**src/common/mini_mcu_pkg.sv**
```systemverilog
// mini_mcu shared definitions
// address map, bus widths, register offsets and state encodings
`default_nettype none

package mini_mcu_pkg;

  localparam int ADDR_W      = 12;
  localparam int DATA_W      = 32;
  localparam int NUM_BANKS   = 2;
  localparam int BANK_WORDS  = 64;
  localparam int BANK_IDX_W  = 6;
  localparam int GPIO_W      = 8;
  localparam int IRQ_ID_W    = 3;
  localparam int NUM_TARGETS = 4;

  // response queue depth follows the credit count
  localparam int BUS_CREDITS = 2;
  localparam int BUS_PTR_W   = $clog2(BUS_CREDITS);
  localparam int BUS_CNT_W   = $clog2(BUS_CREDITS + 1);

  // domain 0 is the peripheral, banks follow from 1
  localparam int NUM_DOMAINS = 3;
  localparam int DOM_PERIPH  = 0;
  localparam int DOM_BANK0   = 1;

  localparam int REG_OFF_W = 3;
  localparam logic [REG_OFF_W-1:0] REG_GPIO_OUT    = 3'd0;
  localparam logic [REG_OFF_W-1:0] REG_GPIO_OE     = 3'd1;
  localparam logic [REG_OFF_W-1:0] REG_GPIO_IN     = 3'd2;
  localparam logic [REG_OFF_W-1:0] REG_PWR_CTRL    = 3'd3;
  localparam logic [REG_OFF_W-1:0] REG_IRQ_PENDING = 3'd4;

  // region from address bits 11:10
  typedef enum logic [1:0] {
    TGT_BANK0,
    TGT_BANK1,
    TGT_AO_PERIPH,
    TGT_PERIPH
  } target_e;

  typedef enum logic {
    OP_READ,
    OP_WRITE
  } bus_op_e;

  typedef enum logic [1:0] {
    PWR_ON,
    PWR_GATING,
    PWR_OFF,
    PWR_UNGATING
  } pwr_state_e;

endpackage

`default_nettype wire

```
**src/system_bus/system_bus.sv**
```systemverilog
// system bus with address decode and credit flow control
// responses return in order through a small queue
`default_nettype none

module system_bus (
  input  logic                                 clk_i,
  input  logic                                 rst_i,
  input  logic                                 req_valid_i,
  input  mini_mcu_pkg::bus_op_e                req_op_i,
  input  logic [mini_mcu_pkg::ADDR_W-1:0]      req_addr_i,
  input  logic [mini_mcu_pkg::DATA_W-1:0]      req_wdata_i,
  input  logic                                 rsp_ready_i,
  output logic                                 rsp_valid_o,
  output logic [mini_mcu_pkg::DATA_W-1:0]      rsp_rdata_o,
  output logic                                 rsp_err_o,
  output logic                                 credit_o,
  output logic [mini_mcu_pkg::NUM_TARGETS-1:0] tgt_sel_o,
  output mini_mcu_pkg::bus_op_e                tgt_op_o,
  output logic [mini_mcu_pkg::BANK_IDX_W-1:0]  tgt_idx_o,
  output logic [mini_mcu_pkg::DATA_W-1:0]      tgt_wdata_o,
  input  logic [mini_mcu_pkg::NUM_TARGETS-1:0][mini_mcu_pkg::DATA_W-1:0] tgt_rdata_i,
  input  logic [mini_mcu_pkg::NUM_DOMAINS-1:0] domain_off_i
);

  import mini_mcu_pkg::*;

  target_e              req_tgt;
  logic                 req_off;
  logic                 pend_valid;
  target_e              pend_tgt;
  bus_op_e              pend_op;
  logic                 pend_err;
  logic [DATA_W:0]      push_data;
  logic [DATA_W:0]      q_mem [BUS_CREDITS];
  logic [BUS_PTR_W-1:0] wr_ptr;
  logic [BUS_PTR_W-1:0] rd_ptr;
  logic [BUS_CNT_W-1:0] q_count;
  logic                 push;
  logic                 pop;

  assign req_tgt = target_e'(req_addr_i[ADDR_W-1 -: 2]);

  // ao block has no domain and never reports off
  always_comb begin
    case (req_tgt)
      TGT_BANK0:  req_off = domain_off_i[DOM_BANK0];
      TGT_BANK1:  req_off = domain_off_i[DOM_BANK0+1];
      TGT_PERIPH: req_off = domain_off_i[DOM_PERIPH];
      default:    req_off = 1'b0;
    endcase
  end

  assign tgt_sel_o   = (req_valid_i && !req_off) ? (NUM_TARGETS'(1) << req_tgt) : '0;
  assign tgt_op_o    = req_op_i;
  assign tgt_idx_o   = req_addr_i[BANK_IDX_W-1:0];
  assign tgt_wdata_o = req_wdata_i;

  always_ff @(posedge clk_i) begin
    if (rst_i) begin
      pend_valid <= 1'b0;
    end else begin
      pend_valid <= req_valid_i;
    end
  end

  always_ff @(posedge clk_i) begin
    pend_tgt <= req_tgt;
    pend_op  <= req_op_i;
    pend_err <= req_off;
  end

  // {err, rdata}; writes and errors carry zero data
  always_comb begin
    push_data = '0;
    if (pend_err) begin
      push_data[DATA_W] = 1'b1;
    end else if (pend_op == OP_READ) begin
      push_data[DATA_W-1:0] = tgt_rdata_i[pend_tgt];
    end
  end

  assign push = pend_valid;
  assign pop  = rsp_valid_o && rsp_ready_i;

  always_ff @(posedge clk_i) begin
    if (rst_i) begin
      wr_ptr  <= '0;
      rd_ptr  <= '0;
      q_count <= '0;
    end else begin
      if (push) begin
        wr_ptr <= (wr_ptr == BUS_PTR_W'(BUS_CREDITS - 1)) ? '0 : wr_ptr + 1'b1;
      end
      if (pop) begin
        rd_ptr <= (rd_ptr == BUS_PTR_W'(BUS_CREDITS - 1)) ? '0 : rd_ptr + 1'b1;
      end
      q_count <= q_count + BUS_CNT_W'(push) - BUS_CNT_W'(pop);
    end
  end

  always_ff @(posedge clk_i) begin
    if (push) begin
      q_mem[wr_ptr] <= push_data;
    end
  end

  assign rsp_valid_o              = (q_count != '0);
  assign {rsp_err_o, rsp_rdata_o} = q_mem[rd_ptr];
  // each popped response hands one credit back
  assign credit_o                 = pop;

endmodule

`default_nettype wire

```
**config.mk**
```make
export PLATFORM = sky130hd
export DESIGN_NAME = system_bus
export DESIGN_NICKNAME = d
export VERILOG_FILES = /design/src/common/mini_mcu_pkg.sv /design/src/system_bus/system_bus.sv
export SDC_FILE = /design/constraint.sdc
export NUM_CORES = 1
export LEC_CHECK = 0
export ABC_AREA = 0
export BUFFER_PORTS_ARGS = -buffer_cell sky130_fd_sc_hd__clkbuf_2
export CAP_MARGIN = 10
export CORE_AREA = 2 2 99 101
export CTS_BUF_LIST = sky130_fd_sc_hd__clkbuf_4
export DETAILED_ROUTE_END_ITERATION = 8
export DIE_AREA = 0 0 101 103
export HOLD_SLACK_MARGIN = 0.02
export PLACE_DENSITY = 0.81
export SYNTH_ARGS = -nofsm -noshare
export SYNTH_HDL_FRONTEND = slang
export SYNTH_SLANG_ARGS = --single-unit
```
**constraint.sdc**
```tcl
create_clock -name clk_i -period 5.3 [get_ports clk_i]
set_clock_uncertainty 0.15 [all_clocks]
set_input_delay 0.795 -clock clk_i [delete_from_list [all_inputs] [get_ports clk_i]]
set_output_delay 0.795 -clock clk_i [all_outputs]
set_load 0.01 [all_outputs]
```
==> results of run 1 <==
sequential cells by signal, indices dropped and copies added (netlist names), named ones only:
name / flops
q_mem: 66
pend_tgt: 2
q_count: 2
pend_err: 1
pend_op: 1
pend_valid: 1
rd_ptr: 1
wr_ptr: 1
worst max-delay path: stages, from the launching register on:
cell and delay (ps):
dfxtp_2 880, mux2_2 420, clkbuf_2 140
report_power, final:
group	switching (uW)	total [uW]	internal, uW
clock	193	442	249
sequential	59.4	750	691
combinational	151	367	216
total	403	1560	1160
stage by stage:
step / setup slack [ps] / hold slack (ps)
after floorplan: 2850 / 285
after global placement: 2930 / 297
after detailed placement: 2920 / 307
after CTS: 2440 / 314
after global routing: 2350 / 290
final: 2510 / 341
cell families (layout without fill, tap and decap cells):
family	count (synthesis)	in the layout	synth area share
AO/OA/AOI/OAI	34	34	0.0538
XOR/XNOR	2	2	0.00777
adder cells (fa/ha/maj)	2	2	0.00622
buffers and inverters	60	197	0.105
flip-flops	76	76	0.542
multiplexers	100	100	0.260
AND/OR/NAND/NOR	17	17	0.0252
routing by layer:
| metal | vias to the layer above | track usage | wire length [um] |
|---|---|---|---|
| li1 | 1335 | - | - |
| met1 | 1318 | 0.176 | 3230 |
| met2 | 140 | 0.299 | 4750 |
| met3 | 22 | 0.0529 | 640 |
| met4 | 0 | 0.0884 | 197 |
| met5 | - | 0 | 0 |
layout make-up:
| cell class | instances | area [um^2] |
|---|---|---|
| fill | 849 | 4590 |
| tap | 114 | 143 |
| clock inverter | 5 | 103 |
| sequential | 76 | 2190 |
| timing repair buffer | 179 | 916 |
| multi-input combinational | 155 | 1430 |
| inverter | 2 | 7.51 |
| clock buffer | 11 | 82.6 |
worst paths after layout:
kind                            slack, ps                start                endpoint
worst min-delay path                  340             req_op_i         pend_op$_DFF_P_
worst max register to register       3320  pend_tgt[1]$_DFF_P_   q_mem[0][8]$_DFFE_PP_
worst max-delay path                 2510             register         rsp_rdata_o[30]
worst min register to register        340     pend_err$_DFF_P_  q_mem[0][32]$_DFFE_PP_
layout by cell type (no fill, tap or decap), types with 2 or more instances in the layout:
master,instances
buf_8,2
bufinv_16,3
clkbuf_2,177
clkbuf_4,11
dfxtp_1,8
edfxtp_1,66
ha_1,2
inv_1,2
mux2_2,36
mux2i_1,64
nor2_1,4
nor2b_1,3
o22ai_1,32
==> flow_summary.toml, run 1 <==
[synthesis]
synth-main-ff-cell = "edfxtp_1"
synthCells = 291
syn_area_mm2 = 0.00403
ys_types = 26
synth_top_cell_by_area = "edfxtp_1"
synth_edf_count = 66
synth_fp_nets = 473
ys_seq_area_frac = 0.542
yosysMostFrequentCell = "edfxtp_1"
ys_seq_elements = 76
synth_area_per_cell_um2 = 13.8
synthTopCellsByCount = "66 x edfxtp_1, 64 x mux2i_1, 41 x buf_4, 36 x mux2_2, 32 x o22ai_1"
synth-async-reset-ratio = 0
synthTopCellsByArea = "edfxtp_1 49%, mux2i_1 16%, mux2_2 10%, buf_4 7.6%, dfxtp_1 5.0%"
ys_warn_count = 0
synth_top_area_share = 0.492

[detailed_routing]
routedWlPerCell_um = 16.3
num_vias = 2815
route.detailed.drc = 0
drt-initial-drc-count = 66
vias_per_cell = 5.19
ant_nets = 0
dr.pass1.iters = 4
routed_wl_um = 8820

[sta]
setup_viol = 0
max_slew_margin = 0.290
rsz0062_at_grt = "no"
hold_viol_final = 0
finalSetupTns_ps = 0
period_needed_ps = 2790
tightest_slew_ps = 1070
slew_viol_final = 0
post-route-period-util = 0.526
timing.fmax_mhz = 358

[setup_path]
reg2reg_depth = 2
start_kind = "register"
criticalPathCategory = "reg2out"
worstPathRequired_ps = 4360
crit_path_end_kind = "primary output"
worstPathArrival_ps = 1850
critical_path.max_fanout = 33

[cells_and_area]
drive_above_1_share = 0.551
fin_cells = 542
nets = 605
antennaDiodeCount = 0
final_area_mm2 = 0.00487
syn2layout_area_growth_pct = 20.9
fin_util = 0.515

[power]
p_leak_uw = 0.00221
vdd_drop_max_v = 0.000219
finalPower_uw = 1560
p_per_area_mw_per_mm2 = 320

[placement]
port_buffers = 177
dp_cells = 524
dp_hpwl_um = 6430
gp_congestion = 0.735
place_area_mm2 = 0.00465

[global_route]
grt_max_degree = 65
grt_pass1_wl_um = 13100
antenna_found_initial = 0
first_global_vias = 2782
grt_overflow = 0
track_usage = 0.167

[floorplanning]
rows = 36
dieArea_mm2 = 0.0104
ioPinCount = 258
die_width_um = 101
start_util = 0.426
fp.dieH_um = 103
core_mm2 = 0.00946

[clocking]
worst_skew_pair.late_latency_ps = 410
cts.sinks = 76
path_clk_slew_ps = 120
postCtsResizedCells = 0
cts_tree = "yes"
clock_path_buffers = 2
postCtsSetupBuffers = 0
root_buffer = "clkbuf_4"
cts_made_buffers = 9
cts_hold_buf = 0
htree_levels = 3

[worst_hold_path]
hold_depth = 1
hold_class = "in2reg"

[job]
maxCapViolations = 0

[status]
status = "finished, final reports clean"
Power figures use the tool's default switching activity.
==> run 2: changes to the inputs <==
- ABC_AREA: 0 -> 1
- CORE_AREA: 2 2 99 101 -> unset
- CORE_UTILIZATION: unset -> 46
- DIE_AREA: 0 0 101 103 -> unset
- PLACE_DENSITY: 0.81 -> 0.83
- clock period: 5.3 -> 2.9 ns (I/O delays scaled with it)
==> run 2 against run 1 <==
Against the previous run: sequential power rose by 75%; count of clock-buffer cells in the layout fell by 1; final cell count rose by 49%; non-clock buffer count rose by 9; cell area rose by 10%; power rose by 85%; routed wire length rose by 28%; synthesized cell count rose by 87%; first-iteration DRC count rose by 97%; global-route usage rose by 4.5 points; setup slack got worse by 2100 ps; critical path type unchanged; largest power group unchanged.
==> flow_summary.toml, run 2 <==
[cells_and_area]
nets = 857
drive_above_1_share = 0.351
mostFrequentLayoutCell = "nand2_1"
antennaDiodeCount = 0
syn2layout_area_growth_pct = 18.7
multiInputGateArea_mm2 = 0.00158
register_area_mm2 = 0.00218
fill_cells = 866
largest_reg_flops = 66
final_cell_mix = "200 x nand2_1, 177 x clkbuf_2, 76 x inv_1"
regMostFlops = "q_mem"
fin_cells = 809
fin_util = 0.573
top_regs = "q_mem: 66 flops, pend_tgt: 2 flops, q_count: 2 flops"

[global_route]
grt_pass1_wl_um = 16300
first_global_vias = 3607
grt_overflow = 0
grt_max_degree = 65
track_usage = 0.212
antenna_found_initial = 0

[clocking]
postCtsResizedCells = 0
cts_made_buffers = 9
worst_skew_pair.late_latency_ps = 400
cts.sinks = 76
htree_levels = 3
clock_path_buffers = 2
root_buffer = "clkbuf_4"
path_clk_slew_ps = 110
postCtsSetupBuffers = 0
cts_tree = "yes"

[detailed_routing]
dr.pass1.iters = 4
ant_nets = 0
route.detailed.drc = 0
routedWlPerCell_um = 13.9
vias_per_cell = 4.81
routed_wl_um = 11300
num_vias = 3895
drt-initial-drc-count = 130

[placement]
dp_hpwl_um = 8490
gp_congestion = 0.789
dp_cells = 791
port_buffers = 177

[synthesis]
ys_seq_elements = 76
ys_warn_count = 0
yosysMostFrequentCell = "nand2_1"
syn_area_mm2 = 0.00453
synth_mux_area_frac = 0.0821
ys_seq_area_frac = 0.482
synth-compound-area-share = 0.0376
synth_top_family_by_area = "simple AND/OR/NAND/NOR gates"
synthTopCellsByCount = "200 x nand2_1, 76 x inv_1, 66 x edfxtp_1, 40 x buf_4, 37 x nand3_1"
ys_types = 19
synth_edf_count = 66
synth-async-reset-ratio = 0
synth-main-ff-cell = "edfxtp_1"
synth_top_area_share = 0.438
synthTopCellsByArea = "edfxtp_1 44%, nand2_1 17%, mux2_2 8.2%, buf_4 6.6%, inv_1 6.3%"
synth_top_cell_by_area = "edfxtp_1"
synth_simple_gate_area_frac = 0.222
post_synth_fa_ha_maj_area_fraction = 0.00553
synth_area_per_cell_um2 = 8.33
synth_fp_nets = 725
synthCells = 543
synth_xor_xnor_area_share = 0

[sta]
max_slew_margin = 0.559
period_needed_ps = 2460
post-route-period-util = 0.847
tightest_slew_ps = 662
rsz0062_at_grt = "no"
hold_ws_ps = 75.4
hold_viol_final = 0
timing.fmax_mhz = 407
finalSetupTns_ps = 0
setup_viol = 0
slew_viol_final = 0

[floorplanning]
core_mm2 = 0.00937
die_width_um = 101
start_util = 0.483
ioPinCount = 258
fp.dieH_um = 101
dieArea_mm2 = 0.0102
rows = 35

[power]
finalPower_uw = 2890
vdd_drop_max_v = 0.000330
p_per_area_mw_per_mm2 = 538
p_leak_uw = 0.00280

[status]
status = "finished, final reports clean"

[setup_path]
crit_path_end_kind = "primary output"
critical_path.max_fanout = 19
criticalPathCategory = "reg2out"
worstPathRequired_ps = 2320
start_kind = "register"
worstPathArrival_ps = 1870

[worst_hold_path]
hold_class = "in2reg"

[job]
maxCapViolations = 0
## run 2: cell count changes after synthesis, moves of 7 or more
| cell | previous run | this run |
|---|---|---|
| nor2_1 | 4 | 11 |
| o22ai_1 | 32 | 0 |
| nand2_1 | 1 | 200 |
| a21oi_1 | 0 | 33 |
| buf_2 | 11 | 19 |
| mux2i_1 | 64 | 0 |
| inv_1 | 2 | 76 |
| nand3_1 | 0 | 37 |
## run 2: worst paths after layout
path	startpoint	depth (start not counted)	slack, ps	to
setup / recovery	register	3	440	rsp_rdata_o[21]
hold reg to reg	pend_err$_DFF_P_	0	320	q_mem[1][32]$_DFFE_PP_
setup reg to reg	q_count[1]$_SDFF_PP0_	10	1060	q_count[1]$_SDFF_PP0_
hold / removal	req_addr_i[10]	1	80	pend_tgt[0]$_DFF_P_
## run 2: cell type report
| type | instances | area share |
|---|---|---|
| Tap cell | 129 | 0.0301 |
| Sequential cell | 76 | 0.407 |
| Timing Repair Buffer | 188 | 0.181 |
| Clock inverter | 6 | 0.0191 |
| Multi-Input combinational cell | 322 | 0.294 |
| Inverter | 78 | 0.0545 |
| Clock buffer | 10 | 0.0140 |
## run 2: layer usage
| metal | wire (um) | vias to the layer above | GRT usage |
|---|---|---|---|
| met5 | 0 | - | 0 |
| met4 | 280 | 0 | 0.0992 |
| met3 | 719 | 22 | 0.0449 |
| met2 | 5970 | 169 | 0.412 |
| met1 | 4300 | 1766 | 0.213 |
| li1 | - | 1938 | - |
## run 2: cell families after synthesis
| group | count (synthesis) |
|---|---|
| compound gates | 34 |
| fa+ha+maj | 2 |
| buf+inv | 145 |
| flops | 76 |
| mux | 33 |
| simple gates | 253 |
## run 2: power by group
part           internal, uW  switching, uW
Clock                   440            347
Sequential             1260           47.6
Combinational           371            420
Total                  2070            814
## run 2: critical path, stage by stage, from the launching register on
cell	delay, ps
dfxtp_2	580
buf_4	370
mux2_2	390
clkbuf_2	130
## run 2: repair_timing
item | in CTS | in global routing
endpoints found under the setup margin | 0 | 0
hold endpoints to repair | 2 | 0
hold buffers | 2 | 0
## run 2: through the flow
step | worst slack [ps] | instance area (um^2)
detailed placement | 874 | 5170
global placement | 891 | 5170
global route | 367 | 5370
CTS | 413 | 5370
floorplan | 528 | 4530
finish | 445 | 5370
==> run 3: changes to the inputs <==
- clock period: 2.9 -> 2.55 ns (I/O delays scaled with it)
==> run 3 against run 2 <==
Against the previous run: sequential share of layout area shrank 0.13 points; utilization grew 0.19 points; global-route usage increased by 0.83 points; non-clock buffer count rose by 4; count of clock-buffer cells in the layout decreased by 1; register-to-register slack worse by 360 ps; first-iteration DRC count decreased by 1.5%; via count increased by 1.2%; routed wire length up 0.61%; sequential power rose by 14%.
==> flow_summary.toml, run 3 (same netlist as run 2, synthesis figures left out) <==
[sta]
slew_viol_final = 0
tightest_slew_ps = 635
max_slew_margin = 0.576
timing.fmax_mhz = 446
hold_viol_final = 0
hold_ws_ps = 77.8
setup_viol = 0
finalSetupTns_ps = 0
rsz0062_at_grt = "no"
post-route-period-util = 0.880
period_needed_ps = 2240

[global_route]
grt_pass1_wl_um = 17000
track_usage = 0.220
grt_overflow = 0
grt_max_degree = 65
antenna_found_initial = 0
first_global_vias = 3779

[power]
p_per_area_mw_per_mm2 = 582
comb_power_share = 0.296
vdd_drop_max_v = 0.000247
p_seq_frac = 0.475
finalPower_uw = 3130
p_sw_frac = 0.306
p_int_uw = 2170
power.share.clock = 0.228
p_sw_uw = 959
p_leak_uw = 0.00280

[setup_path]
cp-endpoint = "rsp_rdata_o[21]"
crit_path_end_kind = "primary output"
r2r_end = "q_count[1]$_SDFF_PP0_"
criticalPathCategory = "reg2out"
start_kind = "register"
worstReg2RegStart = "q_count[1]$_SDFF_PP0_"
worstPathArrival_ps = 1710
reg2reg_slack_ps = 700
critical_path.max_fanout = 20
reg2reg_depth = 10
worstPathRequired_ps = 2020

[floorplanning]
ioPinCount = 258
die_width_um = 101
rows = 35
dieArea_mm2 = 0.0102
core_mm2 = 0.00937
fp.dieH_um = 101
start_util = 0.483

[cells_and_area]
drive_above_1_share = 0.352
antennaDiodeCount = 0
mostFrequentLayoutCell = "nand2_1"
top_regs = "q_mem: 66 flops, pend_tgt: 2 flops, q_count: 2 flops"
nets = 861
syn2layout_area_growth_pct = 19.0
final_cell_mix = "200 x nand2_1, 177 x clkbuf_2, 76 x inv_1"
regMostFlops = "q_mem"
largest_reg_flops = 66

[placement]
port_buffers = 177
dp_hpwl_um = 8550
gp_congestion = 0.795

[clocking]
root_buffer = "clkbuf_4"
cts_made_buffers = 9
cts_tree = "yes"
path_clk_slew_ps = 130
postCtsResizedCells = 0
worst_skew_pair.late_latency_ps = 420
cts.sinks = 76
htree_levels = 3
clock_path_buffers = 2

[job]
maxCapViolations = 0

[detailed_routing]
num_vias = 3940
drt-initial-drc-count = 128
routed_wl_um = 11300
vias_per_cell = 4.85
routedWlPerCell_um = 13.9
dr.pass1.iters = 4
ant_nets = 0
route.detailed.drc = 0

[status]
status = "finished, final reports clean"

[worst_hold_path]
hold_class = "in2reg"
## run 3: cell count changes in the layout (fill, tap and decap cells not counted), sizes merged
cell	change
bufinv	-2
dlygate4sd3	+3
buf	+1
inv	+2
clkinv	+1
clkbuf	-1
## run 3: worst min path at each step
stage                     slack (ps)        startpoint  cells past startpoint                endpoint
after floorplan                  260          req_op_i                      0         pend_op$_DFF_P_
after global placement           300  pend_err$_DFF_P_                      0  q_mem[0][32]$_DFFE_PP_
after detailed placement         300  pend_err$_DFF_P_                      0  q_mem[1][32]$_DFFE_PP_
after CTS                         50   domain_off_i[1]                      3        pend_err$_DFF_P_
after global routing              80   domain_off_i[1]                      3        pend_err$_DFF_P_
final                             80   domain_off_i[1]                      3        pend_err$_DFF_P_
## run 3: cell type report
type / count / area [um^2]
Tap cell: 129 / 161
Clock inverter: 7 / 65.1
Sequential cell: 76 / 2180
Inverter: 78 / 293
Multi-Input combinational cell: 322 / 1580
Fill cell: 874 / 3980
Clock buffer: 9 / 67.6
Timing Repair Buffer: 192 / 1040
## run 3: worst max-delay path, stage by stage, from the launching register on
cell and delay, ps:
dfxtp_2 580, buf_12 230, mux2_2 350, clkbuf_2 130
## run 3: power by group through the flow
| stage | Combinational [uW] | Clock (uW) | Sequential, uW |
|---|---|---|---|
| after floorplan | 683 | 0 | 1480 |
| after global placement | 896 | 0 | 1520 |
| after detailed placement | 924 | 0 | 1520 |
| after CTS | 936 | 740 | 1490 |
| after global routing | 1020 | 786 | 1500 |
| final | 929 | 716 | 1490 |
## run 3: per-stage QoR
stage               utilization  area [um^2]  cells  worst slack (ps)
global placement          0.555         5200    792               742
CTS                       0.575         5390    813               250
global route              0.575         5390    813               196
floorplan                     -         4530    543               178
finish                    0.575         5390    813               305
detailed placement        0.555         5200    792               692
## run 3: what timing repair did
action                                 in CTS  in global routing
hold buffers                                5                  0
setup buffers                               0                  0
endpoints found under the hold margin       6                  0
## run 3: metal layers
metal  up-vias  GRT usage  wire [um]
li1       1943          -          -
met1      1763      0.221       4150
met2       202      0.425       6100
met3        32     0.0545        827
met4         0     0.0981        255
met5         -          0          0
